==> src/rtl/la_isa_pkg.sv <==
`default_nettype none

package la_isa_pkg;
    localparam int uop_w = 8;

    // bit positions in the one-hot micro-op type
    localparam int uop_csr   = 0;
    localparam int uop_cache = 1;
    localparam int uop_ertn  = 2;
    localparam int uop_idle  = 3;
    localparam int uop_tlb   = 4;

    localparam logic [13:0] csr_crmd  = 14'h000;
    localparam logic [13:0] csr_prmd  = 14'h001;
    localparam logic [13:0] csr_era   = 14'h006;
    localparam logic [13:0] csr_asid  = 14'h018;
    localparam logic [13:0] csr_save0 = 14'h030;

    localparam logic [1:0] tlb_srch = 2'b10; // ins[11:10]
    localparam logic [1:0] tlb_rd   = 2'b11;
    localparam logic [1:0] tlb_wr   = 2'b00;
    localparam logic [1:0] tlb_fill = 2'b01;
    localparam int ins_invtlb_bit = 16;      // set only in the invtlb encoding
endpackage

`default_nettype wire

==> src/rtl/priv_pkg.sv <==
`default_nettype none

package priv_pkg;
    localparam int csr_num_w = 14;
    localparam int data_w    = 32;
    localparam int inv_op_w  = 5;
    localparam int inv_va_w  = 19; // vppn part of rk

    typedef enum logic [3:0] {
        op_none,
        op_csrrd,
        op_csrwr,
        op_csrxchg,
        op_cacop_i,
        op_cacop_d,
        op_ertn,
        op_idle,
        op_tlbsrch,
        op_tlbrd,
        op_tlbwr,
        op_tlbfill,
        op_invtlb
    } priv_op_e;

    typedef enum logic [2:0] {
        st_init,
        st_csr,
        st_cacop_call,
        st_cacop_wait,
        st_ertn,
        st_idle_wait,
        st_idle,
        st_tlb_wait
    } exec_state_e;
endpackage

`default_nettype wire

==> src/rtl/priv_ifc.sv <==
`default_nettype none

interface priv_op_if;
    import priv_pkg::*;

    priv_op_e             op;
    logic [csr_num_w-1:0] csr_num;
    logic [data_w-1:0]    wmask;    // rj_data on xchg, all ones otherwise
    logic [data_w-1:0]    wdata;
    logic [1:0]           cacop_type;
    logic [data_w-1:0]    vaddr;
    logic [inv_op_w-1:0]  inv_op;
    logic [data_w-1:0]    inv_asid;
    logic [inv_va_w-1:0]  inv_va;

    modport src (output op, csr_num, wmask, wdata, cacop_type, vaddr,
                 inv_op, inv_asid, inv_va);
    modport sink (input op, csr_num, wmask, wdata, cacop_type, vaddr,
                  inv_op, inv_asid, inv_va);
endinterface

interface csr_if;
    import priv_pkg::*;

    logic [csr_num_w-1:0] addr;
    logic                 wen;
    logic                 ertn;     // restore crmd from prmd
    logic [data_w-1:0]    wdata;
    logic [data_w-1:0]    wmask;
    logic [data_w-1:0]    rdata;
    logic [data_w-1:0]    era;

    modport master (output addr, wen, wdata, wmask, ertn, input rdata);
    modport slave (input addr, wen, wdata, wmask, ertn, output rdata, era);
endinterface

`default_nettype wire

==> src/rtl/priv_decode.sv <==
`default_nettype none

module priv_decode (
    input  wire [31:0]                  ins,
    input  wire [la_isa_pkg::uop_w-1:0] pr_type,
    input  wire [priv_pkg::data_w-1:0]  rj_data,
    input  wire [priv_pkg::data_w-1:0]  rk_data,
    priv_op_if.src                      op_out
);
    import la_isa_pkg::*;
    import priv_pkg::*;

    logic [4:0]        rj;
    logic [data_w-1:0] imm_ext;

    assign rj      = ins[9:5];
    assign imm_ext = {{20{ins[21]}}, ins[21:10]}; // si12

    always_comb
    begin
        op_out.op = op_none;
        if (pr_type[uop_csr])
        begin
            if (rj == 5'd0)
                op_out.op = op_csrrd;
            else if (rj == 5'd1)
                op_out.op = op_csrwr;
            else
                op_out.op = op_csrxchg;
        end
        else if (pr_type[uop_cache])
        begin
            if (ins[2:0] == 3'd0)
                op_out.op = op_cacop_i;
            else if (ins[2:0] == 3'd1)
                op_out.op = op_cacop_d; // other targets unsupported
        end
        else if (pr_type[uop_ertn])
            op_out.op = op_ertn;
        else if (pr_type[uop_idle])
            op_out.op = op_idle;
        else if (pr_type[uop_tlb])
        begin
            // invtlb reuses bits 11:10 as rk, so test it first
            if (ins[ins_invtlb_bit])
                op_out.op = op_invtlb;
            else if (ins[11:10] == tlb_srch)
                op_out.op = op_tlbsrch;
            else if (ins[11:10] == tlb_rd)
                op_out.op = op_tlbrd;
            else if (ins[11:10] == tlb_wr)
                op_out.op = op_tlbwr;
            else if (ins[11:10] == tlb_fill)
                op_out.op = op_tlbfill;
        end
    end

    assign op_out.csr_num    = ins[23:10];
    assign op_out.wmask      = (rj > 5'd1) ? rj_data : '1;
    assign op_out.wdata      = rk_data;
    assign op_out.cacop_type = ins[4:3];
    assign op_out.vaddr      = rj_data + imm_ext;
    assign op_out.inv_op     = ins[4:0];
    assign op_out.inv_asid   = rj_data;
    assign op_out.inv_va     = rk_data[31:13];
endmodule

`default_nettype wire

==> src/rtl/priv_exec.sv <==
`default_nettype none

module priv_exec (
    input  wire                           clk,
    input  wire                           rstn,
    input  wire                           en,
    priv_op_if.sink                       op_in,
    csr_if.master                         csr,
    output logic [1:0]                    cacop_type,
    output logic [priv_pkg::data_w-1:0]   cacop_vaddr,
    output logic                          cacop_i_en,
    output logic                          cacop_d_en,
    input  wire                           cacop_i_ready,
    input  wire                           cacop_d_ready,
    input  wire                           cacop_i_done,
    input  wire                           cacop_d_done,
    input  wire                           i_idle,
    input  wire                           d_idle,
    output logic                          block_cache,
    output logic                          block_clock,
    output logic                          ertn_en,
    output logic                          tlbsrch_valid,
    output logic                          tlbrd_valid,
    output logic                          tlbwr_valid,
    output logic                          tlbfill_valid,
    output logic                          invtlb_valid,
    input  wire                           tlbsrch_ready,
    input  wire                           tlbrd_ready,
    input  wire                           tlbwr_ready,
    input  wire                           tlbfill_ready,
    input  wire                           invtlb_ready,
    output logic [priv_pkg::inv_op_w-1:0] invtlb_op,
    output logic [priv_pkg::data_w-1:0]   invtlb_asid,
    output logic [priv_pkg::inv_va_w-1:0] invtlb_va,
    output logic                          finish,
    output logic [priv_pkg::data_w-1:0]   csr_old,
    output logic                          is_csr
);
    import priv_pkg::*;

    exec_state_e          state;
    exec_state_e          next_state;
    priv_op_e             lat_op;
    logic [csr_num_w-1:0] lat_csr_num;
    logic [data_w-1:0]    lat_wmask;
    logic [data_w-1:0]    lat_wdata;
    logic [inv_op_w-1:0]  lat_inv_op;
    logic [data_w-1:0]    lat_inv_asid;
    logic [inv_va_w-1:0]  lat_inv_va;
    logic                 start;
    logic                 accept;
    logic                 cache_ready;
    logic                 cache_done;
    logic                 tlb_ready;
    logic                 resp_q;   // cache done or tlb ready seen last cycle

    assign start       = en && state == st_init;
    assign accept      = start && op_in.op != op_none;
    assign cache_ready = (lat_op == op_cacop_i) ? cacop_i_ready : cacop_d_ready;
    assign cache_done  = (lat_op == op_cacop_i) ? cacop_i_done : cacop_d_done;

    always_comb
    begin
        case (lat_op)
            op_tlbsrch: tlb_ready = tlbsrch_ready;
            op_tlbrd:   tlb_ready = tlbrd_ready;
            op_tlbwr:   tlb_ready = tlbwr_ready;
            op_tlbfill: tlb_ready = tlbfill_ready;
            op_invtlb:  tlb_ready = invtlb_ready;
            default:    tlb_ready = 1'b0;
        endcase
    end

    always_comb
    begin
        next_state = state;
        case (state)
            st_init:
                if (accept)
                begin
                    case (op_in.op)
                        op_csrrd, op_csrwr, op_csrxchg: next_state = st_csr;
                        op_cacop_i, op_cacop_d:         next_state = st_cacop_call;
                        op_ertn:                        next_state = st_ertn;
                        op_idle:                        next_state = st_idle_wait;
                        default:                        next_state = st_tlb_wait;
                    endcase
                end
            st_cacop_call: if (cache_ready) next_state = st_cacop_wait;
            st_cacop_wait: if (cache_done) next_state = st_init;
            st_idle_wait:  if (i_idle && d_idle) next_state = st_idle;
            st_tlb_wait:   if (tlb_ready) next_state = st_init;
            default:       next_state = st_init; // csr, ertn, idle take one cycle
        endcase
    end

    always_ff @(posedge clk or negedge rstn)
    begin
        if (!rstn)
        begin
            state  <= st_init;
            lat_op <= op_none;
            resp_q <= 1'b0;
        end
        else
        begin
            state  <= next_state;
            resp_q <= (state == st_cacop_wait && cache_done) ||
                      (state == st_tlb_wait && tlb_ready);
            if (accept)
                lat_op <= op_in.op;
        end
    end

    always_ff @(posedge clk)
    begin
        if (accept)
        begin
            lat_csr_num  <= op_in.csr_num;
            lat_wmask    <= op_in.wmask;
            lat_wdata    <= op_in.wdata;
            lat_inv_op   <= op_in.inv_op;
            lat_inv_asid <= op_in.inv_asid;
            lat_inv_va   <= op_in.inv_va;
            cacop_type   <= op_in.cacop_type;
            cacop_vaddr  <= op_in.vaddr;
            csr_old      <= csr.rdata; // old value, read in the en cycle
        end
    end

    assign csr.addr  = (state == st_init) ? op_in.csr_num : lat_csr_num;
    assign csr.wen   = state == st_csr && lat_op != op_csrrd;
    assign csr.wdata = lat_wdata;
    assign csr.wmask = lat_wmask;
    assign csr.ertn  = start && op_in.op == op_ertn;

    assign cacop_i_en  = state == st_cacop_call && lat_op == op_cacop_i;
    assign cacop_d_en  = state == st_cacop_call && lat_op == op_cacop_d;
    assign block_cache = (start && op_in.op == op_idle) || state == st_idle_wait ||
                         state == st_idle;
    assign block_clock = state == st_idle;
    assign ertn_en     = state == st_ertn;

    assign tlbsrch_valid = start && op_in.op == op_tlbsrch;
    assign tlbrd_valid   = start && op_in.op == op_tlbrd;
    assign tlbwr_valid   = start && op_in.op == op_tlbwr;
    assign tlbfill_valid = start && op_in.op == op_tlbfill;
    assign invtlb_valid  = start && op_in.op == op_invtlb;

    // live fields alongside the valid pulse, held copy afterwards
    assign invtlb_op   = (state == st_init) ? op_in.inv_op : lat_inv_op;
    assign invtlb_asid = (state == st_init) ? op_in.inv_asid : lat_inv_asid;
    assign invtlb_va   = (state == st_init) ? op_in.inv_va : lat_inv_va;

    assign finish = state == st_csr || state == st_ertn || state == st_idle || resp_q;
    assign is_csr = state == st_csr;
endmodule

`default_nettype wire

==> src/rtl/csr_file.sv <==
`default_nettype none

module csr_file (
    input wire   clk,
    input wire   rstn,
    csr_if.slave csr
);
    import la_isa_pkg::*;

    logic [31:0] crmd;
    logic [31:0] prmd;
    logic [31:0] era;
    logic [31:0] asid;
    logic [31:0] save0;
    logic [31:0] old;
    logic [31:0] merged;

    always_comb
    begin
        case (csr.addr)
            csr_crmd:  old = crmd;
            csr_prmd:  old = prmd;
            csr_era:   old = era;
            csr_asid:  old = asid;
            csr_save0: old = save0;
            default:   old = '0;   // not implemented
        endcase
    end

    assign merged    = (old & ~csr.wmask) | (csr.wdata & csr.wmask);
    assign csr.rdata = old;
    assign csr.era   = era;

    always_ff @(posedge clk or negedge rstn)
    begin
        if (!rstn)
        begin
            crmd  <= '0;
            prmd  <= '0;
            era   <= '0;
            asid  <= '0;
            save0 <= '0;
        end
        else if (csr.ertn)
            crmd[2:0] <= prmd[2:0]; // plv and ie from pplv, pie
        else if (csr.wen)
        begin
            case (csr.addr)
                csr_crmd:  crmd  <= merged;
                csr_prmd:  prmd  <= merged;
                csr_era:   era   <= merged;
                csr_asid:  asid  <= merged;
                csr_save0: save0 <= merged;
                default: ;
            endcase
        end
    end
endmodule

`default_nettype wire

==> src/rtl/priv_result.sv <==
`default_nettype none

module priv_result (
    input  wire         clk,
    input  wire         rstn,
    input  wire         finish,
    input  wire         is_csr,
    input  wire  [31:0] csr_old,
    output logic        done,
    output logic        rd_we,
    output logic [31:0] rd_data
);
    always_ff @(posedge clk or negedge rstn)
    begin
        if (!rstn)
        begin
            done  <= 1'b0;
            rd_we <= 1'b0;
        end
        else
        begin
            done  <= finish;
            rd_we <= finish && is_csr;  // only csr ops write rd
        end
    end

    always_ff @(posedge clk)
    begin
        if (finish && is_csr)
            rd_data <= csr_old;
    end
endmodule

`default_nettype wire

==> src/rtl/priv_unit.sv <==
`default_nettype none

module priv_unit (
    input  wire                           clk,
    input  wire                           rstn,
    input  wire                           en,
    input  wire  [31:0]                   ins,
    input  wire  [la_isa_pkg::uop_w-1:0]  pr_type,
    input  wire  [priv_pkg::data_w-1:0]   rj_data,
    input  wire  [priv_pkg::data_w-1:0]   rk_data,
    output logic [1:0]                    cacop_type,
    output logic [priv_pkg::data_w-1:0]   cacop_vaddr,
    output logic                          cacop_i_en,
    output logic                          cacop_d_en,
    input  wire                           cacop_i_ready,
    input  wire                           cacop_d_ready,
    input  wire                           cacop_i_done,
    input  wire                           cacop_d_done,
    input  wire                           i_idle,
    input  wire                           d_idle,
    output logic                          block_cache,
    output logic                          block_clock,
    output logic                          ertn_en,
    output logic [priv_pkg::data_w-1:0]   ertn_pc,
    output logic                          tlbsrch_valid,
    output logic                          tlbrd_valid,
    output logic                          tlbwr_valid,
    output logic                          tlbfill_valid,
    output logic                          invtlb_valid,
    input  wire                           tlbsrch_ready,
    input  wire                           tlbrd_ready,
    input  wire                           tlbwr_ready,
    input  wire                           tlbfill_ready,
    input  wire                           invtlb_ready,
    output logic [priv_pkg::inv_op_w-1:0] invtlb_op,
    output logic [priv_pkg::data_w-1:0]   invtlb_asid,
    output logic [priv_pkg::inv_va_w-1:0] invtlb_va,
    output logic                          done,
    output logic                          rd_we,
    output logic [priv_pkg::data_w-1:0]   rd_data
);
    import priv_pkg::*;

    logic              finish;
    logic              is_csr;
    logic [data_w-1:0] csr_old;

    priv_op_if op_bus ();
    csr_if     csr_bus ();

    priv_decode u_decode (
        .ins     (ins),
        .pr_type (pr_type),
        .rj_data (rj_data),
        .rk_data (rk_data),
        .op_out  (op_bus.src)
    );

    priv_exec u_exec (
        .clk           (clk),
        .rstn          (rstn),
        .en            (en),
        .op_in         (op_bus.sink),
        .csr           (csr_bus.master),
        .cacop_type    (cacop_type),
        .cacop_vaddr   (cacop_vaddr),
        .cacop_i_en    (cacop_i_en),
        .cacop_d_en    (cacop_d_en),
        .cacop_i_ready (cacop_i_ready),
        .cacop_d_ready (cacop_d_ready),
        .cacop_i_done  (cacop_i_done),
        .cacop_d_done  (cacop_d_done),
        .i_idle        (i_idle),
        .d_idle        (d_idle),
        .block_cache   (block_cache),
        .block_clock   (block_clock),
        .ertn_en       (ertn_en),
        .tlbsrch_valid (tlbsrch_valid),
        .tlbrd_valid   (tlbrd_valid),
        .tlbwr_valid   (tlbwr_valid),
        .tlbfill_valid (tlbfill_valid),
        .invtlb_valid  (invtlb_valid),
        .tlbsrch_ready (tlbsrch_ready),
        .tlbrd_ready   (tlbrd_ready),
        .tlbwr_ready   (tlbwr_ready),
        .tlbfill_ready (tlbfill_ready),
        .invtlb_ready  (invtlb_ready),
        .invtlb_op     (invtlb_op),
        .invtlb_asid   (invtlb_asid),
        .invtlb_va     (invtlb_va),
        .finish        (finish),
        .csr_old       (csr_old),
        .is_csr        (is_csr)
    );

    csr_file u_csr_file (
        .clk  (clk),
        .rstn (rstn),
        .csr  (csr_bus.slave)
    );

    assign ertn_pc = csr_bus.era; // return address straight from era

    priv_result u_result (
        .clk     (clk),
        .rstn    (rstn),
        .finish  (finish),
        .is_csr  (is_csr),
        .csr_old (csr_old),
        .done    (done),
        .rd_we   (rd_we),
        .rd_data (rd_data)
    );
endmodule

`default_nettype wire

==> config.mk <==
export PLATFORM = sky130hd
export DESIGN_NAME = priv_unit
export DESIGN_NICKNAME = d
export VERILOG_FILES = /design/src/rtl/la_isa_pkg.sv /design/src/rtl/priv_pkg.sv /design/src/rtl/priv_ifc.sv /design/src/rtl/priv_decode.sv /design/src/rtl/priv_exec.sv /design/src/rtl/csr_file.sv /design/src/rtl/priv_result.sv /design/src/rtl/priv_unit.sv
export SDC_FILE = /design/constraint.sdc
export NUM_CORES = 1
export LEC_CHECK = 0
export BUFFER_PORTS_ARGS = -buffer_cell sky130_fd_sc_hd__buf_2
export CAP_MARGIN = 20
export CORE_ASPECT_RATIO = 0.9
export CORE_UTILIZATION = 30
export DETAILED_ROUTE_END_ITERATION = 12
export MAX_ROUTING_LAYER = met4
export PLACE_DENSITY_LB_ADDON = 0.25
export SYNTH_ARGS = -nofsm -noshare
export SYNTH_HDL_FRONTEND = slang
export SYNTH_SLANG_ARGS = --single-unit
export TNS_END_PERCENT = 1
==> constraint.sdc <==
create_clock -name clk -period 6.1 [get_ports clk]
set_input_delay 0.61 -clock clk [delete_from_list [all_inputs] [get_ports clk]]
set_output_delay 0.61 -clock clk [all_outputs]
set_load 0.01 [all_outputs]
==> results_tabular.tex, run 1 <==
\begin{tabular}{lr}
\hline
Metric & Value \\
\hline
\multicolumn{2}{l}{\textbf{Outcome}} \\
\quad Result of the run & finished, final reports clean \\
\multicolumn{2}{l}{\textbf{Synthesis}} \\
\quad Ranking of synthesized cells by area & edfxtp\_1 (37\%), dfrtp\_1 (25\%), nand2\_1 (8.2\%) \\
\quad Post-synthesis instance total & between 1000 and 1500 \\
\quad Register bit total from synthesis & around 380 \\
\quad Number of synthesized flops with an enable pin & approximately 210 \\
\quad Yosys Warn Count & 0 \\
\quad Async S/R FF share, synth & between 40 and 50\% \\
\quad Area of the mapped netlist & 17000 um2 \\
\quad Cell type contributing the most total cell area after synthesis & edfxtp\_1 \\
\quad Net count of the mapped netlist & about 1600 \\
\quad Area share of the largest cell type after synthesis & between 30\% and 40\% \\
\quad Average footprint of a synthesized cell & approximately 12 um2 \\
\quad Number of distinct standard cells referenced by the synthesized netlist & between 70 and 80 \\
\quad Share of the yosys chip area belonging to registers & between 60 and 70\% \\
\quad Main synth FF type & edfxtp\_1 \\
\multicolumn{2}{l}{\textbf{Detailed routing}} \\
\quad Post-detailed-route count of antenna-violating nets & 0 \\
\quad Post-detailed-route DRC marker count & 0 \\
\quad Post-detailed-route via-to-cell ratio & roughly 4.9 \\
\quad Average routed wire per standard cell & roughly 20 um \\
\quad Routed vias & approximately 12000 \\
\quad Aggregate routed wire length & slightly above 50000 um \\
\quad First DRT Iteration DRCs & between 1000 and 1500 \\
\quad First-pass DRT Iterations & 5 \\
\multicolumn{2}{l}{\textbf{Setup path}} \\
\quad Critical setup path kind & reg2reg \\
\quad R2R cell count & 8 \\
\quad Sequence of cells on the critical path & nor3\_4 > nand3\_1 > o22a\_2 > nor2b\_4 > nand2\_2 > buf\_4 > nand2\_1 > o21ai\_1 \\
\quad Worst path buffer plus inverter count & 1 \\
\quad Worst setup EP type & register \\
\quad Worst flop-to-flop path endpoint & u\_csr\_file.crmd[24] \\
\quad Slowest stage delay, CP & approximately 690 ps \\
\quad Setup slack, reg-to-reg & between 2000 and 2500 ps \\
\quad Critical Path Source Type & register \\
\quad Kind of cell adding the most delay to the critical path & simple AND/OR/NAND/NOR gates \\
\quad Endpoint arrival time on the critical path & approximately 4400 ps \\
\quad Crit path required time & approximately 6600 ps \\
\quad Startpoint of the most critical register-to-register path & u\_exec.state[2] \\
\quad Slowest stage cell on the critical path & nor2b\_4 \\
\quad Largest fanout on the critical path & 32 \\
\multicolumn{2}{l}{\textbf{Floorplan}} \\
\quad Total die area & between 50000 and 60000 um2 \\
\quad Die width & around 250 um \\
\quad Core Box Area & 55900 um2 \\
\quad Initial core utilization & roughly 30\% \\
\quad Total I/O pin count & 284 \\
\quad Number of rows created at floorplan & between 80 and 90 \\
\quad Height of the die & between 200 and 250 um \\
\multicolumn{2}{l}{\textbf{Hold path}} \\
\quad Path class of the lowest-slack min-delay path & in2async \\
\multicolumn{2}{l}{\textbf{Clock tree}} \\
\quad CTS tree & yes \\
\quad Clock root buffer master & clkbuf\_16 \\
\quad Depth of the CTS H-tree & 2 \\
\quad Clock buffer depth & 3 \\
\quad Clock-pin transition on the worst setup and hold timing paths & approximately 60 ps \\
\quad Setup Fix Bufs, Post-CTS & 0 \\
\quad Cts bufs inserted & between 40 and 50 \\
\quad Total of hold buffers inserted after clock tree synthesis & 0 \\
\quad Clock latency reported for the late side of the worst-skew pair & between 500 and 600 ps \\
\quad Sinks on Clock Net & around 380 \\
\quad Number of instances resized during post-cts repair & 0 \\
\multicolumn{2}{l}{\textbf{Timing}} \\
\quad Worst path setup slack after routing & roughly 2100 ps \\
\quad Worst max-slew margin expressed relative to the limit & 36.3\% \\
\quad Post-route fraction of the period consumed by the critical path & about 65\% \\
\quad Number of endpoints with negative hold slack in the final report & 0 \\
\quad Setup skew after layout & about 27 ps \\
\quad Final Slew Violations & 0 \\
\quad Min Clock Period, post-route & about 4000 ps \\
\quad Highest Clock Rate & $\sim$250 MHz \\
\quad Total Neg Setup Slack & 0 ps \\
\quad Final setup violation count & 0 \\
\quad RSZ-0062 raised after global routing & no \\
\quad Worst Tran Pin Value & around 960 ps \\
\multicolumn{2}{l}{\textbf{Global routing}} \\
\quad Number of antenna violations at the first check in global routing & 3 \\
\quad Largest net degree at the start of global routing & between 70 and 80 \\
\quad Global-route wire length before repair & $\sim$77000 um \\
\quad Total global routing track utilization & 18.2\% \\
\quad Via count of the first global-routing pass & between 10000 and 15000 \\
\quad Total congestion overflow & 0 \\
\multicolumn{2}{l}{\textbf{Cells and area}} \\
\quad Proportion of layout cells with a drive suffix above 1 & 26.0\% \\
\quad Total non-filler cell area in the finished layout & roughly 21000 um2 \\
\quad Area added between synthesis and finish & 21.0\% \\
\quad Final net count & around 1900 \\
\multicolumn{2}{l}{\textbf{Place}} \\
\quad Pre-CTS worst setup slack & roughly 1800 ps \\
\quad Count of buffers from port buffering & $\sim$270 \\
\quad RePlAce Congestion & between 0.8 and 0.9 \\
\quad Dpl hpwl & approximately 34000 um \\
\quad Post-DP Area & approximately 19000 um2 \\
\multicolumn{2}{l}{\textbf{Power}} \\
\quad Leakage power & between 8 and 9 nW \\
\quad Cell Pwr Density & around 380 nW/um2 \\
\quad Maximum vdd drop & approximately 240 uV \\
\multicolumn{2}{l}{\textbf{Flow run}} \\
\quad Max Cap Violations & 0 \\
\hline
\end{tabular}
metal layers:
metal	up-vias	wire [um]	track usage, %
met5	-	0	-
met4	0	1170	5.34
met3	79	2860	3.59
met2	363	23400	27.2
met1	6125	24000	24.8
li1	5881	-	-
state kept, by name, summed over array words and instances (netlist names):
| register | count |
|---|---|
| u_exec.state | 3 |
| u_csr_file.asid | 32 |
| u_exec.csr.wmask | 32 |
| u_csr_file.csr.era | 32 |
| u_exec.csr.wdata | 14 |
| u_result.rd_we | 1 |
| u_exec.cacop_vaddr | 32 |
| u_csr_file.prmd | 32 |
| u_result.rd_data | 32 |
| u_exec.lat_op | 4 |
| u_result.done | 1 |
| u_exec.lat_inv_va | 18 |
| u_csr_file.save0 | 32 |
| u_exec.csr_old | 32 |
| u_exec.lat_inv_asid | 32 |
| u_exec.resp_q | 1 |
| u_exec.lat_inv_op | 4 |
| u_exec.lat_csr_num | 14 |
| u_exec.cacop_type | 1 |
| u_csr_file.crmd | 32 |
worst reg2reg max path, stage by stage (launching register included):
cell and delay (ps):
dfrtp_1 540, nor3_4 520, nand3_1 240, o22a_2 610, nor2b_4 700, nand2_2 600, buf_4 460, nand2_1 130
o21ai_1 60
stage by stage:
step	util (%)	total power [mW]	hold slack, ps	instances
2_1_floorplan	-	4.44	314	1467
3_5_place_dp	34.3	5.26	405	2439
4_1_cts	36.8	7.90	4.62	2521
5_1_grt	36.8	8.18	37.4	2525
6_report	36.8	7.78	7.49	2525
3_3_place_gp	34.3	5.25	406	2439
power by group:
| part | internal [mW] | switching (mW) | leakage, nW |
|---|---|---|---|
| logic | 0.597 | 1.24 | 3.51 |
| registers | 3.17 | 0.177 | 4.33 |
| clock network | 1.48 | 1.11 | 0.697 |
| total | 5.25 | 2.53 | 8.54 |
synthesized netlist by cell type (all sizes together) (13+ instances only):
master and instances:
buf 32, o2bb2ai 15, clkbuf 44, a21o 13, dfrtp 170, nor2 30, a21oi 30, xnor2 14
a22oi 53, nand2 374, o221ai 17, ha 31, nor3 14, or2 33, inv 23, a221o 16
o21ai 187, edfxtp 211, mux2i 35
layout make-up:
cell class,instances,area (um2)
Clock inverter,15,154
Timing Repair Buffer,293,1550
Multi-Input combinational cell,987,6000
Inverter,23,90.1
Fill cell,5533,35300
Antenna cell,3,7.51
Sequential cell,381,10600
Clock buffer,67,1260
Tap cell,756,946
logic make-up (layout without fill, tap and decap cells):
kind of cell	after synthesis	in the layout	synth area share, %
xor gates and xnor gates	24	24	1.23
muxes	36	36	3.07
buffers and inverters	99	398	2.79
DFF	381	381	62.2
other	0	3	0
and+or+nand+nor	510	510	13.0
AOI/OAI and AO/OA	385	385	15.3
adders and majority gates	32	32	2.40
worst max path at each step:
stage | slack, ps | start | endpoint | cells after the start
floorplan | 1110 | ins[7] | u_exec.cacop_type[1] | 5
global placement | 1920 | ins[7] | u_exec.lat_inv_va[9] | 7
detailed placement | 1810 | ins[7] | u_exec.lat_inv_va[9] | 7
CTS | 2040 | u_exec.state[2] | u_csr_file.crmd[31] | 8
global route | 1740 | u_exec.state[1] | u_csr_file.crmd[22] | 8
finish | 2120 | u_exec.state[2] | u_csr_file.crmd[24] | 8
cells in the final DEF, fill, tap and decap left out, types with 7 or more instances in the layout:
cell / n
a221o_2: 12
a31oi_1: 7
o221ai_2: 15
a21o_1: 13
xnor2_1: 14
xor2_1: 10
buf_2: 271
a21oi_1: 29
clkinv_2: 9
mux2i_1: 23
mux2i_4: 12
a22oi_1: 53
o21ai_1: 95
clkbuf_16: 45
dfrtp_1: 170
nand3_1: 11
or2_2: 33
nand2_1: 369
buf_4: 19
o2bb2ai_1: 15
edfxtp_1: 211
nor3_1: 12
inv_1: 22
ha_1: 31
o21ai_0: 90
nor2_1: 30
clkbuf_1: 17
No activity file was read; power rests on OpenSTA's default activity.
==> inputs of run 2 (changes only) <==
==> constraint.sdc (replaced) <==
create_clock -name clk -period 3.3 [get_ports clk]
set_input_delay 0.33 -clock clk [delete_from_list [all_inputs] [get_ports clk]]
set_output_delay 0.33 -clock clk [all_outputs]
set_load 0.01 [all_outputs]
==> run 2 against run 1 <==
  * Sequential power grew 83%
  * Clock power grew 91%
  * Critical endpoint is now u_exec.cacop_vaddr[29]
  * Global-route usage grew 0.54 points
  * Via count grew 2.5%
  * Sequential share of layout area shrank 2.8 points
  * Total power grew 90%
  * Utilization grew 2.1 points
  * Sequential cell count is the same
  * Clock skew shrank 13 ps
  * Combinational power grew 100%
  * Non-clock buffer count grew 105
==> results_tabular.tex, run 2 (synthesized netlist as in run 1, its figures left out) <==
\begin{tabular}{lr}
\hline
Metric & Value \\
\hline
\multicolumn{2}{l}{\textbf{Detailed routing}} \\
\quad Post-detailed-route via-to-cell ratio & roughly 4.9 \\
\quad First DRT Iteration DRCs & around 1000 \\
\quad Average routed wire per standard cell & 19.9 um \\
\quad Post-detailed-route count of antenna-violating nets & 0 \\
\quad Post-detailed-route DRC marker count & 0 \\
\quad Aggregate routed wire length & roughly 52000 um \\
\quad First-pass DRT Iterations & 5 \\
\quad Routed vias & 12800 \\
\multicolumn{2}{l}{\textbf{Timing}} \\
\quad Min Clock Period, post-route & just over 3000 ps \\
\quad Final Slew Violations & 0 \\
\quad Worst Tran Pin Value & around 760 ps \\
\quad Highest Clock Rate & about 320 MHz \\
\quad RSZ-0062 raised after global routing & no \\
\quad Total Neg Setup Slack & 0 ps \\
\quad Setup skew after layout & roughly 14 ps \\
\quad Number of endpoints with negative hold slack in the final report & 0 \\
\quad Final setup violation count & 0 \\
\quad Post-route fraction of the period consumed by the critical path & a little over nine tenths \\
\quad Worst max-slew margin expressed relative to the limit & 49.5\% \\
\quad Worst path setup slack after routing & about 210 ps \\
\multicolumn{2}{l}{\textbf{Power}} \\
\quad Cell Pwr Density & around 680 nW/um2 \\
\quad Maximum vdd drop & 394 uV \\
\quad Total power draw & 14.8 mW \\
\quad Leakage power & 9.08 nW \\
\multicolumn{2}{l}{\textbf{Setup path}} \\
\quad Worst flop-to-flop path endpoint & u\_csr\_file.prmd[25] \\
\quad Critical Path Source Type & input pin \\
\quad Critical setup path kind & in2reg \\
\quad Startpoint of the most critical register-to-register path & u\_exec.state[2] \\
\quad R2R cell count & 8 \\
\quad Worst setup EP type & register \\
\quad Crit path required time & 3620 ps \\
\quad Slowest stage delay, CP & 560 ps \\
\quad Sequence of cells on the critical path & dlygate4sd3\_1 > buf\_2 > ha\_1 > a211oi\_1 > o21ai\_0 > and4\_1 > o31ai\_1 > buf\_4 > a31oi\_1 > a311oi\_2 > mux2i\_1 > nand2\_1 \\
\quad Setup slack, reg-to-reg & between 400 and 500 ps \\
\quad Slowest stage cell on the critical path & dlygate4sd3\_1 \\
\quad Largest fanout on the critical path & 4 \\
\quad Endpoint arrival time on the critical path & between 3000 and 4000 ps \\
\multicolumn{2}{l}{\textbf{Place}} \\
\quad Pre-CTS worst setup slack & $\sim$190 ps \\
\quad RePlAce Congestion & slightly below 0.9 \\
\quad Inst Count DP & roughly 2500 \\
\quad Dpl hpwl & between 30000 and 40000 um \\
\quad Count of buffers from port buffering & $\sim$270 \\
\multicolumn{2}{l}{\textbf{Cells and area}} \\
\quad Most frequent standard cell in the layout excluding fill and tap cells & nand2\_1 \\
\quad Area added between synthesis and finish & 28.0\% \\
\quad Fill cells & 5420 \\
\quad Post-layout instance count excluding filler cells & about 2600 \\
\quad Final net count & between 1500 and 2000 \\
\quad Most frequent cells in the layout & nand2\_1 (369), buf\_2 (271), edfxtp\_1 (211) \\
\quad Antenna diode count & 0 \\
\quad Proportion of layout cells with a drive suffix above 1 & a little over a quarter \\
\multicolumn{2}{l}{\textbf{Global routing}} \\
\quad Global-route wire length before repair & roughly 80000 um \\
\quad Total global routing track utilization & between 10\% and 20\% \\
\quad Largest net degree at the start of global routing & 77 \\
\quad Number of antenna violations at the first check in global routing & 0 \\
\quad Total congestion overflow & 0 \\
\quad Via count of the first global-routing pass & 12900 \\
\multicolumn{2}{l}{\textbf{Hold path}} \\
\quad Hold path endpoint & u\_exec.lat\_csr\_num[3] \\
\quad Start point of the worst min-delay path & ins[13] \\
\quad Path class of the lowest-slack min-delay path & in2reg \\
\quad Hold-critical path depth & 1 \\
\multicolumn{2}{l}{\textbf{Clock tree}} \\
\quad Clock root buffer master & clkbuf\_16 \\
\quad Depth of the CTS H-tree & 2 \\
\quad Clock buffer depth & 3 \\
\quad Setup Fix Bufs, Post-CTS & 0 \\
\quad CTS tree & yes \\
\quad Clock latency reported for the late side of the worst-skew pair & a little under 600 ps \\
\quad Cts bufs inserted & 45 \\
\quad Sinks on Clock Net & 381 \\
\quad Clock-pin transition on the worst setup and hold timing paths & 60 ps \\
\multicolumn{2}{l}{\textbf{Floorplan}} \\
\quad Total die area & $\sim$58000 um2 \\
\quad Number of rows created at floorplan & a little over 80 \\
\quad Total I/O pin count & 284 \\
\quad Core Box Area & roughly 56000 um2 \\
\quad Die width & 253 um \\
\quad Height of the die & $\sim$230 um \\
\quad Initial core utilization & 30.4\% \\
\multicolumn{2}{l}{\textbf{Flow run}} \\
\quad Max Cap Violations & 0 \\
\multicolumn{2}{l}{\textbf{Outcome}} \\
\quad Result of the run & finished, final reports clean \\
\hline
\end{tabular}
[run 2: cell types whose count changed in the layout (fill, tap and decap cells not counted), sizes merged, moves of 3 or more]
cell         before  now
buf             293  326
bufinv            1    4
clkbuf           67   58
clkinv           11   20
diode             3    0
dlygate4sd3       0   72
[run 2: where the power goes]
group          leakage (nW)  internal, mW  total, mW  switching [mW]
logic                  4.03          1.30       3.72            2.42
clock network         0.719          2.91       4.97            2.06
registers              4.33          5.85       6.12           0.272
[run 2: worst max-delay path by stage]
stage / end / startpoint / slack [ps] / cells after the start
floorplan: u_exec.cacop_type[1] / ins[9] / -1080 / 5
global placement: u_exec.cacop_vaddr[30] / ins[10] / 150 / 13
detailed placement: u_exec.cacop_vaddr[30] / ins[10] / 190 / 13
CTS: u_exec.cacop_vaddr[29] / rj_data[1] / 250 / 12
global route: u_exec.cacop_vaddr[30] / rj_data[0] / 70 / 14
finish: u_exec.cacop_vaddr[29] / rj_data[1] / 210 / 12
[run 2: through the flow]
stage,area [um2],util (%),hold WS (ps)
6_report,21800,39.0,44.1
4_1_cts,21800,39.0,2.42
3_3_place_gp,19600,35.0,403
5_1_grt,21800,39.0,15.9
3_5_place_dp,19600,35.0,405
2_1_floorplan,17100,-,34.4
[run 2: cell type report]
type	count	area, um2	area share, %
Clock buffer	58	1200	5.53
Sequential cell	381	10600	48.6
Inverter	23	90.1	0.413
Tap cell	756	946	4.34
Clock inverter	26	274	1.26
Multi-Input combinational cell	987	6060	27.8
Timing Repair Buffer	398	2630	12.1
[run 2: worst max-delay path, delay by kind of cell]
kind	cells	cell delay, ps
multiplexers	1	220
buffers and inverters	3	890
adder cells (fa/ha/maj)	1	280
AND/OR/NAND/NOR	2	330
AO/OA/AOI/OAI	5	1370
[run 2: per-layer routing]
layer | global-route usage (%) | wire [um]
met1 | 26.0 | 24800
met2 | 27.2 | 23300
met3 | 3.77 | 2830
met4 | 6.12 | 1420
met5 | - | 0
[run 2: timing repair]
action / in CTS / in global routing
hold buffers: 72 / 0
hold endpoints to repair: 145 / 0
gates resized for setup: 0 / 0
